$ cat src/cpu_defines.svh
`ifndef CPU_DEFINES_SVH
`define CPU_DEFINES_SVH

// Datapath widths
`define DATA_W 8
`define INSTR_W 16
`define PC_W 10

// Register index and data memory address
`define REG_ADDR_W 3
`define DMEM_ADDR_W 8

// Opcode field at the top of the instruction word
`define OPCODE_W 5

// Storage depths
`define NUM_REGS 8
`define IMEM_DEPTH 1024
`define DMEM_DEPTH 256

`endif

$ cat src/cpu_pkg.sv
`include "cpu_defines.svh"

// Instruction word layout
//   opcode         15:11
//   destination    10:8
//   op2            6:4
//   op1            2:0
//   LOAD address   7:0
//   STORE address  10:3
//   JMP target     9:0
// STORE writes register op1 to memory
package cpu_pkg;

	typedef logic [`DATA_W-1:0] data_t;
	typedef logic [`INSTR_W-1:0] instr_t;
	typedef logic [`PC_W-1:0] pc_t;
	typedef logic [`REG_ADDR_W-1:0] reg_addr_t;
	typedef logic [`DMEM_ADDR_W-1:0] dmem_addr_t;

	// Unlisted codes decode as NOP
	typedef enum logic [`OPCODE_W-1:0] {
		OP_NOP   = 5'd0,
		OP_ADD   = 5'd1,
		OP_SUB   = 5'd2,
		OP_AND   = 5'd3,
		OP_OR    = 5'd4,
		OP_NOT   = 5'd5,
		OP_SHL   = 5'd6,
		OP_JMP   = 5'd7,
		OP_LOAD  = 5'd8,
		OP_STORE = 5'd9
	} opcode_e;

	// Result select in execute
	typedef enum logic [2:0] {
		SEL_ADD,
		SEL_SUB,
		SEL_AND,
		SEL_OR,
		SEL_NOT,
		SEL_SHL,
		SEL_PASS
	} alu_sel_e;

endpackage

$ cat src/decode_stage.sv
`include "cpu_defines.svh"

module decode_stage
	import cpu_pkg::*;
(
	input  logic       clk,
	input  logic       reset,
	input  instr_t     fetch_instr,
	input  logic       fetch_valid,
	input  logic       redirect,
	output reg_addr_t  rf_rd_addr1,
	output reg_addr_t  rf_rd_addr2,
	input  data_t      rf_rd_data1,
	input  data_t      rf_rd_data2,
	input  logic       wb_en,
	input  reg_addr_t  wb_addr,
	input  data_t      wb_data,
	output logic       ex_valid,
	output alu_sel_e   ex_sel,
	output reg_addr_t  ex_op1_addr,
	output reg_addr_t  ex_op2_addr,
	output data_t      ex_op1_data,
	output data_t      ex_op2_data,
	output reg_addr_t  ex_dest,
	output logic       ex_reg_write,
	output logic       ex_load,
	output logic       ex_store,
	output logic       ex_jump,
	output dmem_addr_t ex_mem_addr,
	output pc_t        ex_target
);

	opcode_e    opcode;
	alu_sel_e   sel;
	logic       reg_write;
	logic       load;
	logic       store;
	logic       jump;
	dmem_addr_t mem_addr;
	data_t      op1_data;
	data_t      op2_data;

	assign opcode = opcode_e'(fetch_instr[`INSTR_W-1 -: `OPCODE_W]);
	assign rf_rd_addr1 = fetch_instr[2:0];
	assign rf_rd_addr2 = fetch_instr[6:4];

	// Opcode decode
	always_comb
	begin
		sel = SEL_PASS;
		load = 1'b0;
		store = 1'b0;
		jump = 1'b0;
		case (opcode)
			OP_ADD:   sel = SEL_ADD;
			OP_SUB:   sel = SEL_SUB;
			OP_AND:   sel = SEL_AND;
			OP_OR:    sel = SEL_OR;
			OP_NOT:   sel = SEL_NOT;
			OP_SHL:   sel = SEL_SHL;
			OP_JMP:   jump = 1'b1;
			OP_LOAD:  load = 1'b1;
			OP_STORE: store = 1'b1;
			default:  ;
		endcase
		// ALU ops and LOAD write a register
		reg_write = (sel != SEL_PASS) || load;
	end

	// STORE carries its address higher up in the word
	assign mem_addr = (opcode == OP_STORE) ? fetch_instr[10:3] : fetch_instr[7:0];

	// Producer two ahead is in write-back right now
	assign op1_data = (wb_en && wb_addr == rf_rd_addr1) ? wb_data : rf_rd_data1;
	assign op2_data = (wb_en && wb_addr == rf_rd_addr2) ? wb_data : rf_rd_data2;

	//**************************************************************************
	// Decode to execute registers
	//**************************************************************************
	always_ff @(posedge clk)
	begin
		if (reset)
			ex_valid <= 1'b0;
		else
			ex_valid <= fetch_valid && !redirect;
	end

	always_ff @(posedge clk)
	begin
		ex_sel <= sel;
		ex_op1_addr <= rf_rd_addr1;
		ex_op2_addr <= rf_rd_addr2;
		ex_op1_data <= op1_data;
		ex_op2_data <= op2_data;
		ex_dest <= fetch_instr[10:8];
		ex_reg_write <= reg_write;
		ex_load <= load;
		ex_store <= store;
		ex_jump <= jump;
		ex_mem_addr <= mem_addr;
		ex_target <= fetch_instr[9:0];
	end

endmodule

$ cat config.mk
export PLATFORM = sky130hd
export DESIGN_NAME = decode_stage
export DESIGN_NICKNAME = d
export VERILOG_FILES = /design/src/cpu_pkg.sv /design/src/decode_stage.sv
export VERILOG_INCLUDE_DIRS = /design/src
export SDC_FILE = /design/constraint.sdc
export NUM_CORES = 1
export LEC_CHECK = 0
export BUFFER_PORTS_ARGS = -buffer_cell sky130_fd_sc_hd__buf_2
export CORE_MARGIN = 5
export CORE_UTILIZATION = 40
export DETAILED_ROUTE_END_ITERATION = 8
export HOLD_SLACK_MARGIN = 0.15
export PLACE_DENSITY = 0.79
export REMOVE_ABC_BUFFERS = 1
export SLEW_MARGIN = 10
export SYNTH_ARGS = -nofsm -noshare
export SYNTH_HDL_FRONTEND = slang
export SYNTH_SLANG_ARGS = --single-unit
$ cat constraint.sdc
create_clock -name clk -period 2.4 [get_ports clk]
set_input_delay 0.12 -clock clk [delete_from_list [all_inputs] [get_ports clk]]
set_output_delay 0.12 -clock clk [all_outputs]
set_load 0.1 [all_outputs]
Word-level counts from Yosys, hierarchy flattened:

Index checks and enable logic that the tools add are counted.

* register bits after elaboration: 51
* input port bits: 48
* output and inout port bits: 57
* logic and storage cells: 37

* equal/unequal tests: 12
* mux-type cells: 7
* reduce and logical (&&, ||, !) cells: 5

Operator list (count)
* $mux 8: 3
* $eq 5x3->1 const B: 4
* $pmux 3 s6: 1
* $eq 5x2->1 const B: 2
* $eq 5x4->1 const B: 2
* $eq 3x3->1: 2
* $eq 5x1->1 const B: 1
* $logic_and 1x1->1: 3
* $mux 1: 3
* $ne 3x3->1 const B: 1
* $logic_not 1->1: 1
* $logic_or 1x1->1: 1

Depth between registers and ports, before layout:

* depth in word-level cells: 4
* mapped depth: 4
* depth with buffers taken out: 3

Worst setup path after synthesis:

No wires, ideal clock.

* path type: flip-flop to output port
* from: register ex_target[0]
* to: output port ex_target[0]
* data arrival time: 1.356 ns
* required time: 2.280 ns
* setup slack: 0.924 ns
* stages on the path, launching flop included: 2
* path buffers: 1
* path through: dfxtp_1 -> buf_4

RTL lines
* start, declared: line decode_stage.sv:30 `output pc_t ex_target`
* start signal, assigned: line decode_stage.sv:101 `ex_target <= fetch_instr[9:0];`

No word-level cell between the ends.

Worst setup path after layout:

* from: input port fetch_instr[4]
* to: register ex_op2_data[1]

* longest elaborated chain between the ends: 3

RTL lines
* start, declared: line decode_stage.sv:8 `input instr_t fetch_instr,`
* $eq 3x3->1: line decode_stage.sv:75 `assign op2_data = (wb_en && wb_addr == rf_rd_addr2) ? wb_data : rf_rd_data2;`
* $logic_and 1x1->1: line decode_stage.sv:75
* $mux 8: line decode_stage.sv:75
* named net op2_data[1]: line decode_stage.sv:41 `data_t op2_data;`
* end signal, assigned: line decode_stage.sv:94 `ex_op2_data <= op2_data;`
* end, declared: line decode_stage.sv:23 `output data_t ex_op2_data,`

The timed path passes the listed nets, and every way through them passes these cells.
A chain may end at the register's enable or synchronous reset.

==> results.md <==
* Most frequent cells in the layout: buf_2, dlygate4sd3_1, dfxtp_1, mux2_2, xnor2_1
* CTS tree: built
* Port Buf Inserts at around 100
* Via count at around 1400
* Sinks on Clock Net at 43
* DRT iter0 DRCs at 50
* Static Leak at between 1 and 1.5 nW
* Seq cells post-synth at 43
* Max clock buf depth at 2
* Synth unique cells at 19
* Max Fclk at slightly below 500 MHz
* Number of global-route vias before repair at between 1000 and 1500
* Die Wd at 70.3 um
* GP Congestion at 0.782
* CTS resizes at 0
* Drt total wl at approximately 4600 um
* Overflow after GRT at 0
* Ports at around 110
* Worst-path clk slew at 0.12 ns
* DR pass1 iterations at 4
* Core Rows at 21
* Core Area at approximately 3400 um2
* Cells after Synth at roughly 110
* Max FO, Critical Path at 8
* Routing usage on met3 at 0.0732
* Unrepaired setup endpoints after global routing: false
* PwrDens at 738 nW/um2
* Synth warn at 0
* Avg Cell Area, Syn at about 14 um2
* Fin crit share at 0.845
* First-pass GRT wire length at 7530 um
* Area growth syn-to-layout at 73.6%
* Gr busiest metal: met2
* Syn Std Cell Area at ~1500 um2
* Final hold viol count at 0
* Average vias per placed instance at 4.47
* Average wire per standard cell at approximately 15 um
* Fin. max-slew vios at 0
* Most common cell after layout, fill and taps aside: buf_2
* Min Tclk post-route at ~2.0 ns
* Max-slew headroom at 0.664
* Critical Path RT at around 2.6 ns
* Clock root cell: clkbuf_4
* Met1 usage at 0.196
* Max_cap viols at 0
* Crit Path Category: in -> reg
* Seq/Total Area, Yosys at 0.593
* Fin cells at ~300
* Initial antenna violation count at 0
* Layout Nets at ~300
* Die footprint at between 4000 and 5000 um2
* Slew @ Worst Pin at 0.508 ns
* Outcome: completed
* Arr. time, crit path at about 2.3 ns
* CP startpoint kind: input port
* VDD IR-drop max at ~0.49 mV
* Chip height at approximately 70 um
* # diodes at 0
* DRC at 0
* Final setup fails at 0
* Initial Utilization at 0.425
* HP Class: in -> reg
* Crit. End Element: register
* GRT Total Usage at 0.195
* CTS buffer count at 5
* Dpl cells at roughly 240
* DP HPWL at approximately 2700 um
* Setup TNS at 0 ns
* H-tree levels at 2
* Post-route ant nets at 0
* GRT met2 Usage at 0.370
* Largest net degree at the start of global routing at 13
* Layout cells sized above 1 at 0.543
Yosys cell counts (all sizes together):
| cell | number | share of area |
|---|---|---|
| xnor2 | 7 | 0.042 |
| inv | 1 | 0.0026 |
| a2111oi | 1 | 0.010 |
| buf | 15 | 0.076 |
| nand4b | 1 | 0.016 |
| nor4bb | 1 | 0.0069 |
| nor2 | 3 | 0.0095 |
| mux2 | 24 | 0.19 |
| nand4 | 2 | 0.017 |
| nor3b | 1 | 0.0052 |
| a21o | 1 | 0.0052 |
| nand2 | 2 | 0.0052 |
| xor2 | 1 | 0.0060 |
| and4 | 1 | 0.0060 |
| dfxtp | 43 | 0.59 |
| nor4 | 2 | 0.0086 |
| nor2b | 1 | 0.0043 |
area by class of cell:
class | instances | area, um2
repair buffers | 157 | 1050
clock inverters | 1 | 30.0
flip-flops and latches | 43 | 861
inverters | 1 | 3.75
fillers | 246 | 893
well taps | 46 | 57.6
clock buffers | 6 | 41.3
multi-input cells | 48 | 478
repair_timing:
| action | CTS | global route |
|---|---|---|
| endpoints found under the setup margin | 0 | 0 |
| hold buffers | 53 | 0 |
| buffers inserted | 0 | 0 |
| endpoints found under the hold margin | 42 | 0 |
per-layer routing:
metal / up-vias / part of all wire
met2: 71 / 0.52
li1: 653 / -
met5: - / 0
met1: 622 / 0.37
met3: 5 / 0.099
met4: 0 / 0.0096
path summary, 6_finish.rpt:
path / start / to / slack [ns] / cells after the start
setup / recovery: fetch_instr[4] / ex_op2_data[1] / 0.37 / 6
hold / removal: fetch_instr[9] / ex_dest[1] / 0.42 / 2
kinds of logic (layout without fill, tap and decap cells):
| family | count (synthesis) | after routing | share of synthesized area |
|---|---|---|---|
| compound gates | 2 | 2 | 0.0155 |
| mux | 24 | 24 | 0.186 |
| buf+inv | 16 | 165 | 0.0784 |
| flops | 43 | 43 | 0.593 |
| simple gates | 14 | 14 | 0.0792 |
| xor+xnor | 8 | 8 | 0.0482 |
report_power, final:
| group | switching [W] | internal (W) |
|---|---|---|
| Clock | 0.000211 | 0.000215 |
| Sequential | 0.0000124 | 0.000757 |
| Combinational | 0.000501 | 0.000165 |
| Total | 0.000725 | 0.00114 |
metrics by stage:
step                      setup slack [ns]   util  total power [W]  cell area (um2)  hold WS [ns]
after floorplan                      0.727      -          0.00121             1340         0.148
after global placement                1.14  0.562          0.00137             1920         0.237
after detailed placement              1.15  0.562          0.00137             1920         0.241
after CTS                            0.429  0.738          0.00186             2520         0.409
after global routing                 0.297  0.738          0.00193             2520         0.425
final                                0.372  0.738          0.00186             2520         0.424
critical path: stages:
cell           delay, ns
dlygate4sd3_1       0.54
buf_2               0.16
xnor2_1             0.20
nand4_2             0.30
mux2_2              0.38
dlygate4sd3_1       0.56
state kept, by name, summed over array words and instances, names as in the netlist:
name	count
ex_store	1
ex_reg_write	1
ex_jump	1
ex_mem_addr	8
ex_target	9
ex_op1_data	8
ex_sel	3
ex_dest	2
ex_valid	1
ex_op2_data	8
ex_load	1
Note: power is estimated with default switching activity, not from simulation.
