<file path="src/cpu_defines.svh">
`ifndef CPU_DEFINES_SVH
`define CPU_DEFINES_SVH

// Datapath widths
`define DATA_W 8
`define INSTR_W 16
`define PC_W 10

// Register index and data memory address
`define REG_ADDR_W 3
`define DMEM_ADDR_W 8

// Opcode field at the top of the instruction word
`define OPCODE_W 5

// Storage depths
`define NUM_REGS 8
`define IMEM_DEPTH 1024
`define DMEM_DEPTH 256

`endif

</file>
<file path="src/cpu_pkg.sv">
`include "cpu_defines.svh"

// Instruction word layout
//   opcode         15:11
//   destination    10:8
//   op2            6:4
//   op1            2:0
//   LOAD address   7:0
//   STORE address  10:3
//   JMP target     9:0
// STORE writes register op1 to memory
package cpu_pkg;

	typedef logic [`DATA_W-1:0] data_t;
	typedef logic [`INSTR_W-1:0] instr_t;
	typedef logic [`PC_W-1:0] pc_t;
	typedef logic [`REG_ADDR_W-1:0] reg_addr_t;
	typedef logic [`DMEM_ADDR_W-1:0] dmem_addr_t;

	// Unlisted codes decode as NOP
	typedef enum logic [`OPCODE_W-1:0] {
		OP_NOP   = 5'd0,
		OP_ADD   = 5'd1,
		OP_SUB   = 5'd2,
		OP_AND   = 5'd3,
		OP_OR    = 5'd4,
		OP_NOT   = 5'd5,
		OP_SHL   = 5'd6,
		OP_JMP   = 5'd7,
		OP_LOAD  = 5'd8,
		OP_STORE = 5'd9
	} opcode_e;

	// Result select in execute
	typedef enum logic [2:0] {
		SEL_ADD,
		SEL_SUB,
		SEL_AND,
		SEL_OR,
		SEL_NOT,
		SEL_SHL,
		SEL_PASS
	} alu_sel_e;

endpackage

</file>
<file path="src/fetch_unit.sv">
module fetch_unit
	import cpu_pkg::*;
(
	input  logic clk,
	input  logic reset,
	input  logic run,
	input  logic redirect,
	input  pc_t  redirect_target,
	output pc_t  imem_rd_addr,
	output logic fetch_valid
);

	pc_t pc;
	pc_t next_pc;

	// Jump target wins, otherwise step while running
	always_comb
	begin
		if (redirect)
			next_pc = redirect_target;
		else if (run)
			next_pc = pc + pc_t'(1);
		else
			next_pc = pc;
	end

	always_ff @(posedge clk)
	begin
		if (reset)
		begin
			pc <= '0;
			fetch_valid <= 1'b0;
		end
		else
		begin
			pc <= next_pc;
			// Word read at this edge is dropped when idle or redirected
			fetch_valid <= run && !redirect;
		end
	end

	assign imem_rd_addr = pc;

endmodule

</file>
<file path="config.mk">
export PLATFORM = sky130hd
export DESIGN_NAME = fetch_unit
export DESIGN_NICKNAME = d
export VERILOG_FILES = /design/src/cpu_pkg.sv /design/src/fetch_unit.sv
export VERILOG_INCLUDE_DIRS = /design/src
export SDC_FILE = /design/constraint.sdc
export NUM_CORES = 1
export LEC_CHECK = 0
export ABC_AREA = 1
export ABC_CLOCK_PERIOD_IN_PS = 1910
export BUFFER_PORTS_ARGS = -buffer_cell sky130_fd_sc_hd__buf_2
export CAP_MARGIN = 20
export CORE_MARGIN = 4
export CORE_UTILIZATION = 49
export CTS_CLUSTER_SIZE = 40
export DETAILED_ROUTE_END_ITERATION = 16
export GPL_TIMING_DRIVEN = 0
export PLACE_DENSITY_LB_ADDON = 0.3
export REMOVE_ABC_BUFFERS = 1
export SETUP_SLACK_MARGIN = 0.02
export SLEW_MARGIN = 30
export SYNTH_ARGS = -nofsm -noshare
export SYNTH_HDL_FRONTEND = slang
export SYNTH_SLANG_ARGS = --single-unit
</file>
<file path="constraint.sdc">
create_clock -name clk -period 1.91 [get_ports clk]
set_input_delay 0.2865 -clock clk [delete_from_list [all_inputs] [get_ports clk]]
set_output_delay 0.2865 -clock clk [all_outputs]
set_load 0.02 [all_outputs]
</file>
== After elaboration in Yosys (flattened, before gate mapping) ==
Cells that the tools add are included.

* Bits in registers: 11
* Output and inout port bits: 11
* Word-level logic and storage cells: 8

* $add $sub $neg: 1
* Muxes and demuxes: 2
* Reductions and logical operators: 3

{| class="wikitable"
|+ Operators with widths
! kind !! number
|-
| two-way mux 10 bit || 2
|-
| adder 10 x 1 -> 10 bit (second input constant) || 1
|-
| nonzero test 2 bit || 1
|-
| logical AND 1 bit || 1
|-
| zero test 1 bit || 1
|}

== Logic depth before layout (Yosys ltp) ==
* Depth in word-level cells: 3
* Gate-level depth with buffers: 7
* Gate-level depth less buffers: 7

== Worst setup path after synthesis ==
No wires, ideal clock.

* Kind: register to register
* Start: reg pc[0] (netlist: imem_rd_addr[0])
* End: reg pc[4] (netlist: imem_rd_addr[4])
* Setup time: 0.070 ns
* Arrival time: 1.166 ns
* Path slack: 0.675 ns
* Stages on the path, launching flop included: 7
* Path buffers: 0
* Period minus slack after synthesis: 1.235 ns
* Cells stage by stage: dfxtp_1 ha_1 nand2_1 nor2_1 xor2_1 nand2_1 a21oi_1

* Longest elaborated chain between the ends: 3

{| class="wikitable"
|+ Ends and longest elaborated chain
! element !! RTL line !! RTL
|-
| from (decl) || fetch_unit.sv:13 || <nowiki>pc_t pc;</nowiki>
|-
| from (signal assigned) || fetch_unit.sv:36 || <nowiki>pc <= next_pc;</nowiki>
|-
| adder 10 x 1 -> 10 bit || fetch_unit.sv:22 || <nowiki>next_pc = pc + pc_t'(1);</nowiki>
|-
| two-way mux 10 bit || fetch_unit.sv:21 || <nowiki>else if (run)</nowiki>
|-
| two-way mux 10 bit || fetch_unit.sv:19 || <nowiki>if (redirect)</nowiki>
|}

Every way passes these cells. The select of a mux whose other input is x is not followed.
A chain may end at the register's enable or synchronous reset.

== Worst setup path in the final report ==
* Start: reg pc[0] (netlist: imem_rd_addr[0])
* End: reg pc[8] (netlist: imem_rd_addr[8])

The elaborated chain is that of the path after synthesis.

==> results.md <==
Outcome:
- The flow ran to the end, and the final reports show no timing, DRC or antenna violations.

Global route:
- The wire length of the first global-routing pass is 2.394 mm.
- Entering global routing, the biggest net connects 12 pins.
- The number of antenna violations at the first check in global routing was 0.
- The residual overflow from global routing is 0.
- The via count of the first global-routing pass is slightly below 600.
- The overall track demand over capacity in global routing is 16.21%.

Final layout:
- The total non-filler cell area in the finished layout is 785.8 um^2.
- The area growth from synthesis to layout is 23.38%.
- 0 antenna diodes ended up in the layout.
- Fill cells in the final layout number 110.
- Of the cells placed in the final design, the portion with a size suffix greater than 1 is 28.45%.
- The register area is ~220 um^2.
- The total area of multi-input combinational cells is 347.8 um^2.
- The net count of the finished layout is 132.

Setup path:
- The critical path starts at imem_rd_addr[0].
- STA classifies the critical path endpoint as a flip-flop.
- The library cell contributing the largest single delay on the critical path is dfxtp_1.
- By startpoint and endpoint, the worst setup path is classified as flip-flop to flip-flop.
- The maximum cell stage delay along the critical path is 0.40 ns.
- The setup slack of the worst register-to-register path is 0.73 ns.
- Data on the critical path is required at its endpoint by 2.11 ns.
- The signal on the critical path passes through ha_1 -> nand2_1 -> inv_1 -> nand3_1 -> nand2_1 -> nand3_1 -> a21oi_1.
- The endpoint identified for the worst register-to-register timing path is imem_rd_addr[8].
- The startpoint type of the worst setup path is a flip-flop.
- The worst reg2reg path depth is 7.
- Along the worst path, the maximum fanout reaches 5.
- The data arrival time of the critical path is about 1.4 ns.
- The worst register-to-register path begins at imem_rd_addr[0].
- The endpoint of the worst setup timing path is imem_rd_addr[8].

Detailed routing:
- The number of remaining DRC errors is 0.
- The pre-antenna-repair detailed-routing pass consisted of 4 iterations.
- The count of nets left with antenna violations once routing finished came out at 0.
- The number of DRC markers after the initial detailed-route iteration is 16.
- The final route contains 666 vias.
- The routed wire length per instance is around 11 um.
- The total routed wirelength is 1.473 mm.
- Dividing the detail-routed via count by the number of cells gives about 5.1.

Min path:
- The worst min-delay path category is input pin to flip-flop.

STA:
- The number of failing hold endpoints at the final stage was 0.
- The final setup violation count is 0.
- The worst relative slew slack is a little over four fifths.
- The final max-slew violation count is 0.
- Setup repair after global routing left no endpoint under its margin.
- The worst-margin pin slew is ~0.24 ns.
- Across the routed clock network, the largest skew measured is 0.002790 ns.
- Adding up every negative setup slack in the final design gives 0 ns.
- After layout, the minimum clock period comes to between 1 and 1.5 ns.
- The final setup slack of the worst path is 0.7303 ns.
- After layout, the worst path uses 61.76% of the clock period.
- For this run, the top clock speed supported by timing is 847.7 MHz.

Floorplan:
- In this run the count of I/O pins placed on the die edge is 25.
- The number of rows in the core area is 12.
- The die height is 44.05 um.
- The floorplan step set the die width to 44.05 um.
- The initial utilization of the core area, before any placement, comes to roughly 54%.
- The floorplan step defined a core boundary enclosing about 1200 um^2.
- The total die area is 1940 um^2.

Pwr:
- The worst IR drop on VDD is 0.3567 mV.
- Net switching is 30.03% of the power.
- For this design the total switching power over the nets is 155.2 uW.
- For this design the ratio of total power to cell area is around 660 nW/um^2.
- The proportion of power drawn by combinational gates is around a fifth.
- The share of total power dissipated in sequential elements is 50.2%.
- Summed over all cells, the static leakage comes to ~0.00039 uW.
- The internal power consumption is 361.7 uW.
- The clock group share of total power is 31.2%.

Clock tree:
- Clock-pin slew was measured on the worst setup and hold paths at 0.07 ns.
- The H-tree depth reported by CTS is 1.
- TritonCTS built the clock tree.
- Counting along the longest clock path gives a buffer depth of 2.
- For this design, the CTS-stage hold fixing added 0 buffers.
- The number of cells upsized or downsized after cts is 0.
- Post-CTS timing repair inserted 0 buffers for setup.
- The later pin in the worst-skew pair is clocked with a latency of 0.27 ns.
- The library cell used as clock root buffer is clkbuf_4.
- The clock net in this run drives a total of 11 sinks.
- Clock tree synthesis inserted a total of 3 buffers.

Synthesis:
- The mapped cell area is 636.9 um^2.
- The most repeated cell in the gate-level netlist after synthesis is nand2_1.
- The fraction of registers with async set or reset after synthesis is 0%.
- The count of synthesis-stage warnings from yosys is 0.
- In this run, synthesis inferred 0 flip-flops with an integrated enable.
- The number of library cell types mapped by synthesis is 16.
- The number of synthesized register bits is 11.
- The most frequently used flop master after synthesis is dfxtp_1.
- The largest total area in the synthesized netlist belongs to dfxtp_1.
- In the post-synthesis netlist, the biggest area contributors are dfxtp_1, nand2_1, a22oi_1, nand3_1, inv_1.
- After technology mapping, the gate count stands at 90.
- Sorting the synthesized cells by how often they occur yields nand2_1, inv_1, dfxtp_1, nand3_1, a21oi_1.
- The area share of the largest cell type after synthesis is between 30% and 40%.
- The average cell area after synthesis is 7.076 um^2.
- For this run, the register share of the synthesized area comes to 34.58%.

Run:
- The tool flagged a number of max-cap violations equal to 0.

Place:
- Prior to clock tree synthesis, the placed netlist has a worst setup slack of 0.6658 ns.
- The final estimated routing congestion in global placement is 0.7528.
- The placed wire-length estimate after detailed placement is ~1.0 mm.
- The standard cell area after detailed placement is 759.5 um^2.
- The number of I/O port buffers is 24.
## area by class of cell
class                      count  area share [%]
multi-input combinational     63           44.27
sequential                    11           28.03
timing repair buffer          24           15.29
inverter                      14           6.847
clock buffer                   4           3.344
tap                           14           2.229
## per-layer routing
metal  global-route usage (%)  vias to the layer above  part of all wire [%]
li1                         -                      351                     -
met1                    21.18                      284                    42
met2                    26.16                       29                    46
met3                    2.439                        2                    11
met4                    7.229                        0                  0.54
met5                        0                        -                     0
## how the worst min path moves through the flow
stage	from	endpoint	slack, ns	cells after the start
5_1_grt	reset	imem_rd_addr[4]	0.30	2
6_report	reset	imem_rd_addr[9]	0.31	2
3_3_place_gp	redirect_target[2]	imem_rd_addr[2]	0.56	3
2_1_floorplan	reset	imem_rd_addr[3]	0.36	1
3_5_place_dp	imem_rd_addr[9]	imem_rd_addr[9]	0.58	4
4_1_cts	reset	imem_rd_addr[9]	0.30	2
## stage by stage
| step | hold WS, ns | utilization [%] | cells | total power [uW] |
|---|---|---|---|---|
| global placement | 0.5627 | 64.85 | 126 | 358.3 |
| CTS | 0.2983 | 67.09 | 130 | 525.8 |
| global route | 0.2979 | 67.09 | 130 | 552.4 |
| floorplan | 0.3556 | - | 88 | 318.7 |
| detailed placement | 0.5780 | 64.85 | 126 | 360.4 |
| finish | 0.3059 | 67.09 | 130 | 516.9 |
## critical path: cells and delay by family, from the launching register on
kind	cells	cell delay, ns
compound gates	1	0.13
flops	1	0.40
buf+inv	1	0.12
simple gates	4	0.27
fa+ha+maj	1	0.20
## layout by cell type (no fill, tap or decap)
cell / n
ha_1: 1
nor2_4: 3
a22oi_1: 8
clkinv_2: 1
clkbuf_1: 1
xor2_1: 2
nand2_2: 1
nand2_1: 20
a21oi_1: 9
nand3_2: 1
dfxtp_1: 11
nand3_1: 10
buf_2: 24
o21ai_0: 4
inv_1: 13
nor2_1: 3
nand4_1: 1
clkbuf_4: 3
## flip-flops by register name (all words and copies together), names as in the netlist
name	count
imem_rd_addr	10
fetch_valid	1
## kinds of logic (layout without fill, tap and decap cells)
family	after synthesis	in the layout	share of synthesized area, %
AOI/OAI and AO/OA	21	21	19.65
xor gates and xnor gates	2	2	2.751
adders and majority gates	1	1	1.964
buffers and inverters	16	42	10.80
DFF	11	11	34.58
and+or+nand+nor	39	39	30.26
## power groups by stage
stage	Sequential, uW	Combinational (uW)	Clock (uW)
finish	259	96.3	161
global placement	264	94.3	0
detailed placement	265	95.8	0
global route	263	106	184
floorplan	280	38.6	0
CTS	259	96.6	170
Note: power is estimated with default switching activity, not from simulation.
