<file path="config.mk">
export PLATFORM = sky130hd
export DESIGN_NAME = register_file
export DESIGN_NICKNAME = d
export VERILOG_FILES = /design/src/cpu_pkg.sv /design/src/register_file.sv
export VERILOG_INCLUDE_DIRS = /design/src
export SDC_FILE = /design/constraint.sdc
export NUM_CORES = 1
export LEC_CHECK = 0
export CORE_MARGIN = 4
export CORE_UTILIZATION = 40
export DETAILED_ROUTE_END_ITERATION = 7
export DONT_BUFFER_PORTS = 1
export PLACE_DENSITY_LB_ADDON = 0.12
export REMOVE_ABC_BUFFERS = 1
export SLEW_MARGIN = 20
export SYNTH_ARGS = -nofsm -noshare
export SYNTH_HDL_FRONTEND = slang
export SYNTH_SLANG_ARGS = --single-unit
</file>
<file path="constraint.sdc">
create_clock -name clk -period 2.45 [get_ports clk]
set_input_delay 0.245 -clock clk [delete_from_list [all_inputs] [get_ports clk]]
set_output_delay 0.245 -clock clk [all_outputs]
set_load 0.005 [all_outputs]
</file>
<file path="src/cpu_defines.svh">
`ifndef CPU_DEFINES_SVH
`define CPU_DEFINES_SVH

// Datapath widths
`define DATA_W 8
`define INSTR_W 16
`define PC_W 10

// Register index and data memory address
`define REG_ADDR_W 3
`define DMEM_ADDR_W 8

// Opcode field at the top of the instruction word
`define OPCODE_W 5

// Storage depths
`define NUM_REGS 8
`define IMEM_DEPTH 1024
`define DMEM_DEPTH 256

`endif

</file>
<file path="src/cpu_pkg.sv">
`include "cpu_defines.svh"

// Instruction word layout
//   opcode         15:11
//   destination    10:8
//   op2            6:4
//   op1            2:0
//   LOAD address   7:0
//   STORE address  10:3
//   JMP target     9:0
// STORE writes register op1 to memory
package cpu_pkg;

	typedef logic [`DATA_W-1:0] data_t;
	typedef logic [`INSTR_W-1:0] instr_t;
	typedef logic [`PC_W-1:0] pc_t;
	typedef logic [`REG_ADDR_W-1:0] reg_addr_t;
	typedef logic [`DMEM_ADDR_W-1:0] dmem_addr_t;

	// Unlisted codes decode as NOP
	typedef enum logic [`OPCODE_W-1:0] {
		OP_NOP   = 5'd0,
		OP_ADD   = 5'd1,
		OP_SUB   = 5'd2,
		OP_AND   = 5'd3,
		OP_OR    = 5'd4,
		OP_NOT   = 5'd5,
		OP_SHL   = 5'd6,
		OP_JMP   = 5'd7,
		OP_LOAD  = 5'd8,
		OP_STORE = 5'd9
	} opcode_e;

	// Result select in execute
	typedef enum logic [2:0] {
		SEL_ADD,
		SEL_SUB,
		SEL_AND,
		SEL_OR,
		SEL_NOT,
		SEL_SHL,
		SEL_PASS
	} alu_sel_e;

endpackage

</file>
<file path="src/register_file.sv">
`include "cpu_defines.svh"

module register_file
	import cpu_pkg::*;
(
	input  logic      clk,
	input  logic      reset,
	input  reg_addr_t rd_addr1,
	input  reg_addr_t rd_addr2,
	output data_t     rd_data1,
	output data_t     rd_data2,
	input  logic      wr_en,
	input  reg_addr_t wr_addr,
	input  data_t     wr_data
);

	data_t regs [`NUM_REGS];

	always_ff @(posedge clk)
	begin
		if (reset)
		begin
			for (int i = 0; i < `NUM_REGS; i++)
				regs[i] <= '0;
		end
		else if (wr_en)
			regs[wr_addr] <= wr_data;
	end

	// Both read ports are combinational
	assign rd_data1 = regs[rd_addr1];
	assign rd_data2 = regs[rd_addr2];

endmodule

</file>
Word-level counts from Yosys, hierarchy flattened

Memory sizes are Yosys's and may differ from the RTL's.
Index checks and enable logic that the tools add are counted.

Muxes and demuxes: 8
Reductions and logical operators: 1

Operators with widths:

| operator           | number |
|---|---|
| 2-to-1 mux 8 bit   | 1 |
| OR reduction 8 bit | 1 |
| 2-to-1 mux 1 bit   | 6 |
| 2-to-1 mux 3 bit   | 1 |

Register bits: 0
Input port bits: 20
Memories kept: 1
Bits in writable memories: 64
Word-level logic and storage cells: 10
Output and inout port bits: 16

Memories:

| memory | words | bits a word | rd ports | clocked after memory_dff | write ports | line                | text |
|---|---|---|---|---|---|---|---|
| regs   | 8     | 8           | 2        | 0                        | 8           | register_file.sv:17 | `` data_t regs [`NUM_REGS]; `` |

Depth between registers and ports, before layout

Gate-level depths: netlist of run 1.

Depth in word-level cells: 5
Depth in mapped cells: 4

Worst setup path after synthesis of run 1

OpenSTA, ideal clock, no wires.

Kind: input-to-reg
Start point: input wr_addr[1]
End point: memory regs[0][0] in the netlist's numbering (enable)
Data arrival time: 1.472 ns
Setup slack: 0.603 ns
Stages on the path: 4
Path buffers: 2
Cell sequence: or3b_2 buf_2 buf_2 o21bai_1

RTL lines:

| what               | line                | text |
|---|---|---|
| start: declaration | register_file.sv:13 | `input reg_addr_t wr_addr,` |
| end: declaration   | register_file.sv:17 |  |

==> metrics.md, run 1 <==
| Metric | Value |
|---|---|
| Post-detailed-route count of antenna-violating nets | 0 |
| H-tree depth | 3 |
| Combinational share of power | 0.113 |
| Die height | 102 um |
| Critical Path AT | 1.60 ns |
| Setup slack after layout | 0.608 ns |
| Leakage Power | 0.00124 uW |
| Share of cells above drive strength 1 | 0.226 |
| Post-Synthesis Cells | 222 |
| CP max FO | 2 |
| DR vias | 2145 |
| CTS Buffer Depth | 2 |
| First-pass GRT wire length | 13.0 mm |
| Synth area leaders | edfxtp_1 55%, mux4_1 22%, nor3_1 9.1% |
| Net switching power figure | 564 uW |
| Fin. Hold Viols | 0 |
| Max_slew headroom | 0.538 |
| Setup Fix Bufs, Post-CTS | 0 |
| Clk sinks | 64 |
| Actual slew at the worst max-slew pin | 0.693 ns |
| Top flop regs | regs x64 |
| TritonCTS Buffers | 9 |
| HP Class | in2reg |
| Synth top area share | 0.545 |
| Yosys warns | 0 |
| Drt via density | 6.40 |
| Port bufs | 0 |
| Post-CTS resize count | 0 |
| Antenna Cells | 0 |
| Dominant cell type by area after synthesis | edfxtp_1 |
| Final Critical Period | 1.84 ns |
| GRT Total Usage | 0.176 |
| Final setup fails | 0 |
| Vias in the first global route | 2266 |
| Root buf cell | clkbuf_8 |
| Max cap viols | 0 |
| Core footprint | 8380 um2 |
| Worst-path clk slew | 0.08 ns |
| TNS Setup | 0 ns |
| Critical Path RT | 2.20 ns |
| Total gr overflow | 0 |
| Post-synth EDFFs | 64 |
| Largest register FFs | 64 |
| Worst slack, placed | 0.681 ns |
| Synth Area per Inst | 15.9 um2 |
| P per Cell Area | 641 nW/um2 |
| TritonCTS clock tree | yes |
| CTS Hold Bufs | 0 |
| Period utilization | 0.752 |
| Post-synth cell types | 17 |
| Sequential share of power | 0.533 |
| P&R area growth vs syn | 8.34% |
| Routed WL | 8.59 mm |
| Initial antenna violation count | 0 |
| Main synth FF type | edfxtp_1 |
| Post-Synthesis Cell Area | 3530 um2 |
| Nets | 245 |
| Largest net degree at the start of global routing | 37 |
| DRC Markers | 0 |
| Hold depth | 2 |
| Initial DRC count | 144 |
| RSZ-0062 raised after global routing | no |
| Post-synthesis sequential element count | 64 |
| Dpl hpwl | 5.70 mm |
| Die Area | 10400 um2 |
| Fmax | 543 MHz |
| Die width | 102 um |
| Int Pwr | 1880 uW |
| Critical setup path kind | reg2out |
| I/O pin total | 36 |
| Clock share of power | 0.354 |
| Gpl congestion | 0.759 |
| FP Rows | 33 |
| Most instantiated cells after synthesis | 64 x edfxtp_1, 64 x nor3_1, 29 x mux4_1 |
| WL per Instance | 25.6 um |
| Maximum vdd ir drop | 0.000402 V |
| Net Sw Frac | 0.230 |
| CP startpoint kind | flip-flop |
| Register area share after synthesis | 0.545 |
| Status | complete, no violations |
| Biggest register | regs |
| Max-slew violations | 0 |
| Initial core utilization | 0.421 |
| Pre-antenna DRT Iters | 4 |
| Critical path endpoint category | output pin |
| Asr flop ratio synth | 0 |
-- kinds of logic after synthesis --
kind of cell | Yosys count | synth area share
and+or+nand+nor | 70 | 0.102
buffers and inverters | 32 | 0.0497
DFF | 64 | 0.545
AOI/OAI and AO/OA | 8 | 0.0170
muxes | 48 | 0.286
-- stage by stage --
stage / std cells / util / hold WS [ns] / power, uW / area (um2)
after detailed placement: 319 / 0.433 / 0.608 / 1610 / 3630
after global routing: 335 / 0.456 / 0.252 / 2540 / 3820
after global placement: 319 / 0.433 / 0.605 / 1600 / 3630
final: 335 / 0.456 / 0.263 / 2450 / 3820
after floorplan: 198 / - / 0.580 / 1510 / 3380
after CTS: 335 / 0.456 / 0.239 / 2470 / 3820
-- path summary, 6_finish.rpt --
| check | start | slack (ns) | to |
|---|---|---|---|
| worst max-delay path | regs[3][0] | 0.61 | rd_data1[0] |
| worst min-delay path | wr_data[4] | 0.26 | regs[1][4] |
-- per-layer routing --
metal,global-route usage,share of wire,vias to the layer above,routed length [um]
li1,-,-,931,-
met1,0.213,0.41,1122,3520
met2,0.299,0.51,78,4370
met3,0.0430,0.060,14,512
met4,0.0767,0.021,0,184
met5,0,0,-,0
-- worst max-delay path, stage by stage (launching register included) --
cell and delay (ns):
edfxtp_1 0.41, mux4_1 0.56, mux2_2 0.30
-- cell usage in the layout, fill, tap and decap left out, drive strengths merged --
cell type / n
clkinv: 11
o21bai: 8
nand2b: 2
nand3b: 1
clkinvlp: 2
nand2: 1
or2: 1
edfxtp: 64
clkbuf: 10
buf: 16
mux4: 32
bufinv: 1
or3b: 1
nor3: 64
mux2: 16
-- layout make-up --
class / count / area (um2)
Multi-Input combinational cell: 126 / 1430
Inverter: 8 / 30.0
Clock buffer: 10 / 128
Tap cell: 105 / 131
Clock inverter: 6 / 60.1
Timing Repair Buffer: 16 / 120
Fill cell: 735 / 4560
Sequential cell: 64 / 1920
-- power groups by stage --
stage,Combinational (uW),Sequential (uW),Clock [uW]
global placement,273,1320,0
detailed placement,279,1330,0
floorplan,200,1310,0
CTS,279,1310,882
finish,276,1310,867
global route,295,1310,930
Note: power is estimated with default switching activity, not from simulation.
==> run 2, diff against run 1 <==
--- a/config.mk
+++ b/config.mk
@@ -6,6 +6,7 @@
 export SDC_FILE = /design/constraint.sdc
 export NUM_CORES = 1
 export LEC_CHECK = 0
+export ABC_AREA = 1
 export CORE_MARGIN = 4
 export CORE_UTILIZATION = 40
 export DETAILED_ROUTE_END_ITERATION = 7
==> constraint.sdc (replaced) <==
create_clock -name clk -period 1.7 [get_ports clk]
set_input_delay 0.17 -clock clk [delete_from_list [all_inputs] [get_ports clk]]
set_output_delay 0.17 -clock clk [all_outputs]
set_load 0.005 [all_outputs]
==> run 2 against run 1 <==
Against the previous run: via count up 53%; sequential share of layout area down 3.9 points; combinational power rose by 82%; die area rose by 9.5%; area after synthesis is 10% higher; first-iteration DRC count grew 110%; routed wire length rose by 31%; critical path type unchanged; largest cell class unchanged.
==> metrics.md, run 2 <==
| Metric | Value |
|---|---|
| HP Class | in2reg |
| Post-Synthesis Cells | 528 (+140%) |
| CTS Hold Bufs | 0 (unchanged) |
| Gpl congestion | 0.814 (+7.3%) |
| Vias in the first global route | 3045 (+34%) |
| Synth top area share | 0.494 (-0.0509) |
| Most instantiated cells after synthesis | 217 x nand2_1, 78 x inv_1, 67 x nor2_1 |
| WL per Instance | 17.2 um (-33%) |
| Asr flop ratio synth | 0 (unchanged) |
| Critical setup path kind | reg2out |
| Hold WS | 0.194 ns (-0.0696 ns) |
| Die width | 107 um (+4.6%) |
| Max-slew violations | 0 (unchanged) |
| Final Critical Period | 1.42 ns |
| FP Rows | 35 (+6.1%) |
| TritonCTS clock tree | yes |
| Status | complete, no violations |
| Port bufs | 0 (unchanged) |
| Post-synth EDFFs | 64 (unchanged) |
| End-of-flow core utilization | 0.442 (-0.0135) |
| DR vias | 3275 (+53%) |
| Fillcell total | 1004 (+37%) |
| Largest register FFs | 64 (unchanged) |
| H-tree depth | 3 (unchanged) |
| Routed WL | 11.2 mm (+31%) |
| Dominant cell type by area after synthesis | edfxtp_1 |
| Commonest non-fill, non-tap cell in the layout | nand2_1 |
| Post-synth cell types | 12 (-5) |
| P&R area growth vs syn | 6.56% |
| Fin. Hold Viols | 0 (unchanged) |
| Dpl hpwl | 8.17 mm (+43%) |
| Top flop regs | regs x64 |
| Max incr delay on CP | 0.37 ns (-0.19 ns) |
| Biggest register | regs |
| Synth Area in Compound Gates | 0 (-0.0170) |
| Root buf cell | clkbuf_8 |
| Maximum vdd ir drop | 0.000643 V (+60%) |
| Worst slack, placed | 0.399 ns (-0.283 ns) |
| Family with the most delay on the worst path | simple AND/OR/NAND/NOR gates |
| Crit. Startpoint | regs[6][5] |
| RSZ-0062 raised after global routing | no |
| GRT Total Usage | 0.204 (+0.0283) |
| Actual slew at the worst max-slew pin | 0.579 ns (-0.113 ns) |
| CP max FO | 2 (unchanged) |
| Final std cells w/o fill | 653 (+95%) |
| Critical Path AT | 1.25 ns (-0.35 ns) |
| DRC Markers | 0 (unchanged) |
| Yosys warns | 0 (unchanged) |
| Setup slack after layout | 0.282 ns (-0.326 ns) |
| CP Buf/Inv Count | 1 (+1) |
| Pre-antenna DRT Iters | 6 (+2) |
| CTS Buffer Depth | 2 (unchanged) |
| Crit-path cells | inv_1, nand2_1, nand3_1, nand2_1, nand2_1, nand2_1 |
| Final setup fails | 0 (unchanged) |
| Synth Area in Adders | 0 (unchanged) |
| Max cap viols | 0 (unchanged) |
| Simple-Gate Fraction of Synth Area | 0.388 (+0.287) |
| Antenna Cells | 0 (unchanged) |
| Leakage Power | 0.00214 uW (+73%) |
| Initial antenna violation count | 0 (unchanged) |
| HP Start | wr_addr[0] |
| Largest net degree at the start of global routing | 34 (-8.1%) |
| Drt via density | 5.02 (-22%) |
| Die height | 107 um (+4.6%) |
| First-pass GRT wire length | 17.4 mm (+34%) |
| Cell with the most instances after synthesis | nand2_1 |
| Setup Fix Bufs, Post-CTS | 0 (unchanged) |
| Critical Path RT | 1.53 ns (-0.67 ns) |
| Initial core utilization | 0.415 (-0.00571) |
| Register area share after synthesis | 0.494 (-0.0509) |
| Worst-path clk slew | 0.07 ns (about the same) |
| Dpl cells | 637 (+100%) |
| Post-synthesis sequential element count | 64 (unchanged) |
| CP max-delay cell | edfxtp_1 |
| Synth Area per Inst | 7.37 um2 (-54%) |
| Fmax | 705 MHz |
| Max_slew headroom | 0.613 (+0.0750) |
| TNS Setup | 0 ns (unchanged) |
| Period utilization | 0.834 |
| Post-CTS resize count | 0 (unchanged) |
| Main synth FF type | edfxtp_1 |
| Core footprint | 9370 um2 (+12%) |
| Die Area | 11400 um2 (+9.5%) |
| TritonCTS Buffers | 9 (unchanged) |
| I/O pin total | 36 (unchanged) |
| Critical Path Most Common Cell | nand2_1 |
| P per Cell Area | 910 nW/um2 (+42%) |
| Nets | 539 (+120%) |
| Most frequent cells in the layout | 217 x nand2_1, 78 x inv_1, 67 x nor2_1, 64 x nand3_1, 64 x edfxtp_1 |
| Critical path endpoint category | output pin |
| Initial DRC count | 299 (+110%) |
| CP startpoint kind | flip-flop |
| Multiplexer share of the synthesized area | 0 (-0.286) |
| Total gr overflow | 0 (unchanged) |
| Largest family of logic cells by synthesized area | simple AND/OR/NAND/NOR gates |
| Synth Area in XOR/XNOR | 0 (unchanged) |
| Synth area leaders | edfxtp_1 49%, nand2_1 21%, nand3_1 8.2% |
| Post-Synthesis Cell Area | 3890 um2 (+10%) |
| Share of cells above drive strength 1 | 0.0611 (-0.165) |
| Clk sinks | 64 (unchanged) |
| Post-detailed-route count of antenna-violating nets | 0 (unchanged) |
## run 2: cells by family after synthesis
logic type    Yosys count
buf+inv               105
flops                  64
simple gates          359
## run 2: power by group
group / total [uW] / internal, uW / switching [uW] / leakage (uW)
clock network: 1380 / 818 / 560 / 0.0000999
registers: 1890 / 1840 / 54.4 / 0.000613
logic: 501 / 139 / 362 / 0.00143
total: 3770 / 2790 / 977 / 0.00214
## run 2: per-layer routing
metal,up-vias,part of all wire,global-route usage
met2,154,0.38,0.261
met4,0,0.015,0.0539
met5,-,0,0
met3,17,0.13,0.0734
li1,1594,-,-
met1,1510,0.47,0.319
## run 2: final cells by class
cell class,count,area (um2),share of cell area
repair buffers,2,27.5,0.00664
flip-flops and latches,64,1920,0.464
inverters,83,312,0.0752
clock inverters,6,83.8,0.0202
multi-input cells,359,1510,0.364
well taps,129,161,0.0389
clock buffers,10,128,0.0308
## run 2: metrics by stage
| step | total power [uW] | cell area, um2 |
|---|---|---|
| finish | 3770 | 4140 |
| global route | 3930 | 4140 |
| CTS | 3790 | 4140 |
| detailed placement | 2420 | 3930 |
| global placement | 2410 | 3930 |
| floorplan | 2240 | 3740 |
## run 2: final timing paths
path	slack [ns]	to	depth (start not counted)
worst max-delay path	0.28	rd_data2[5]	6
worst min-delay path	0.19	regs[4][2]	3
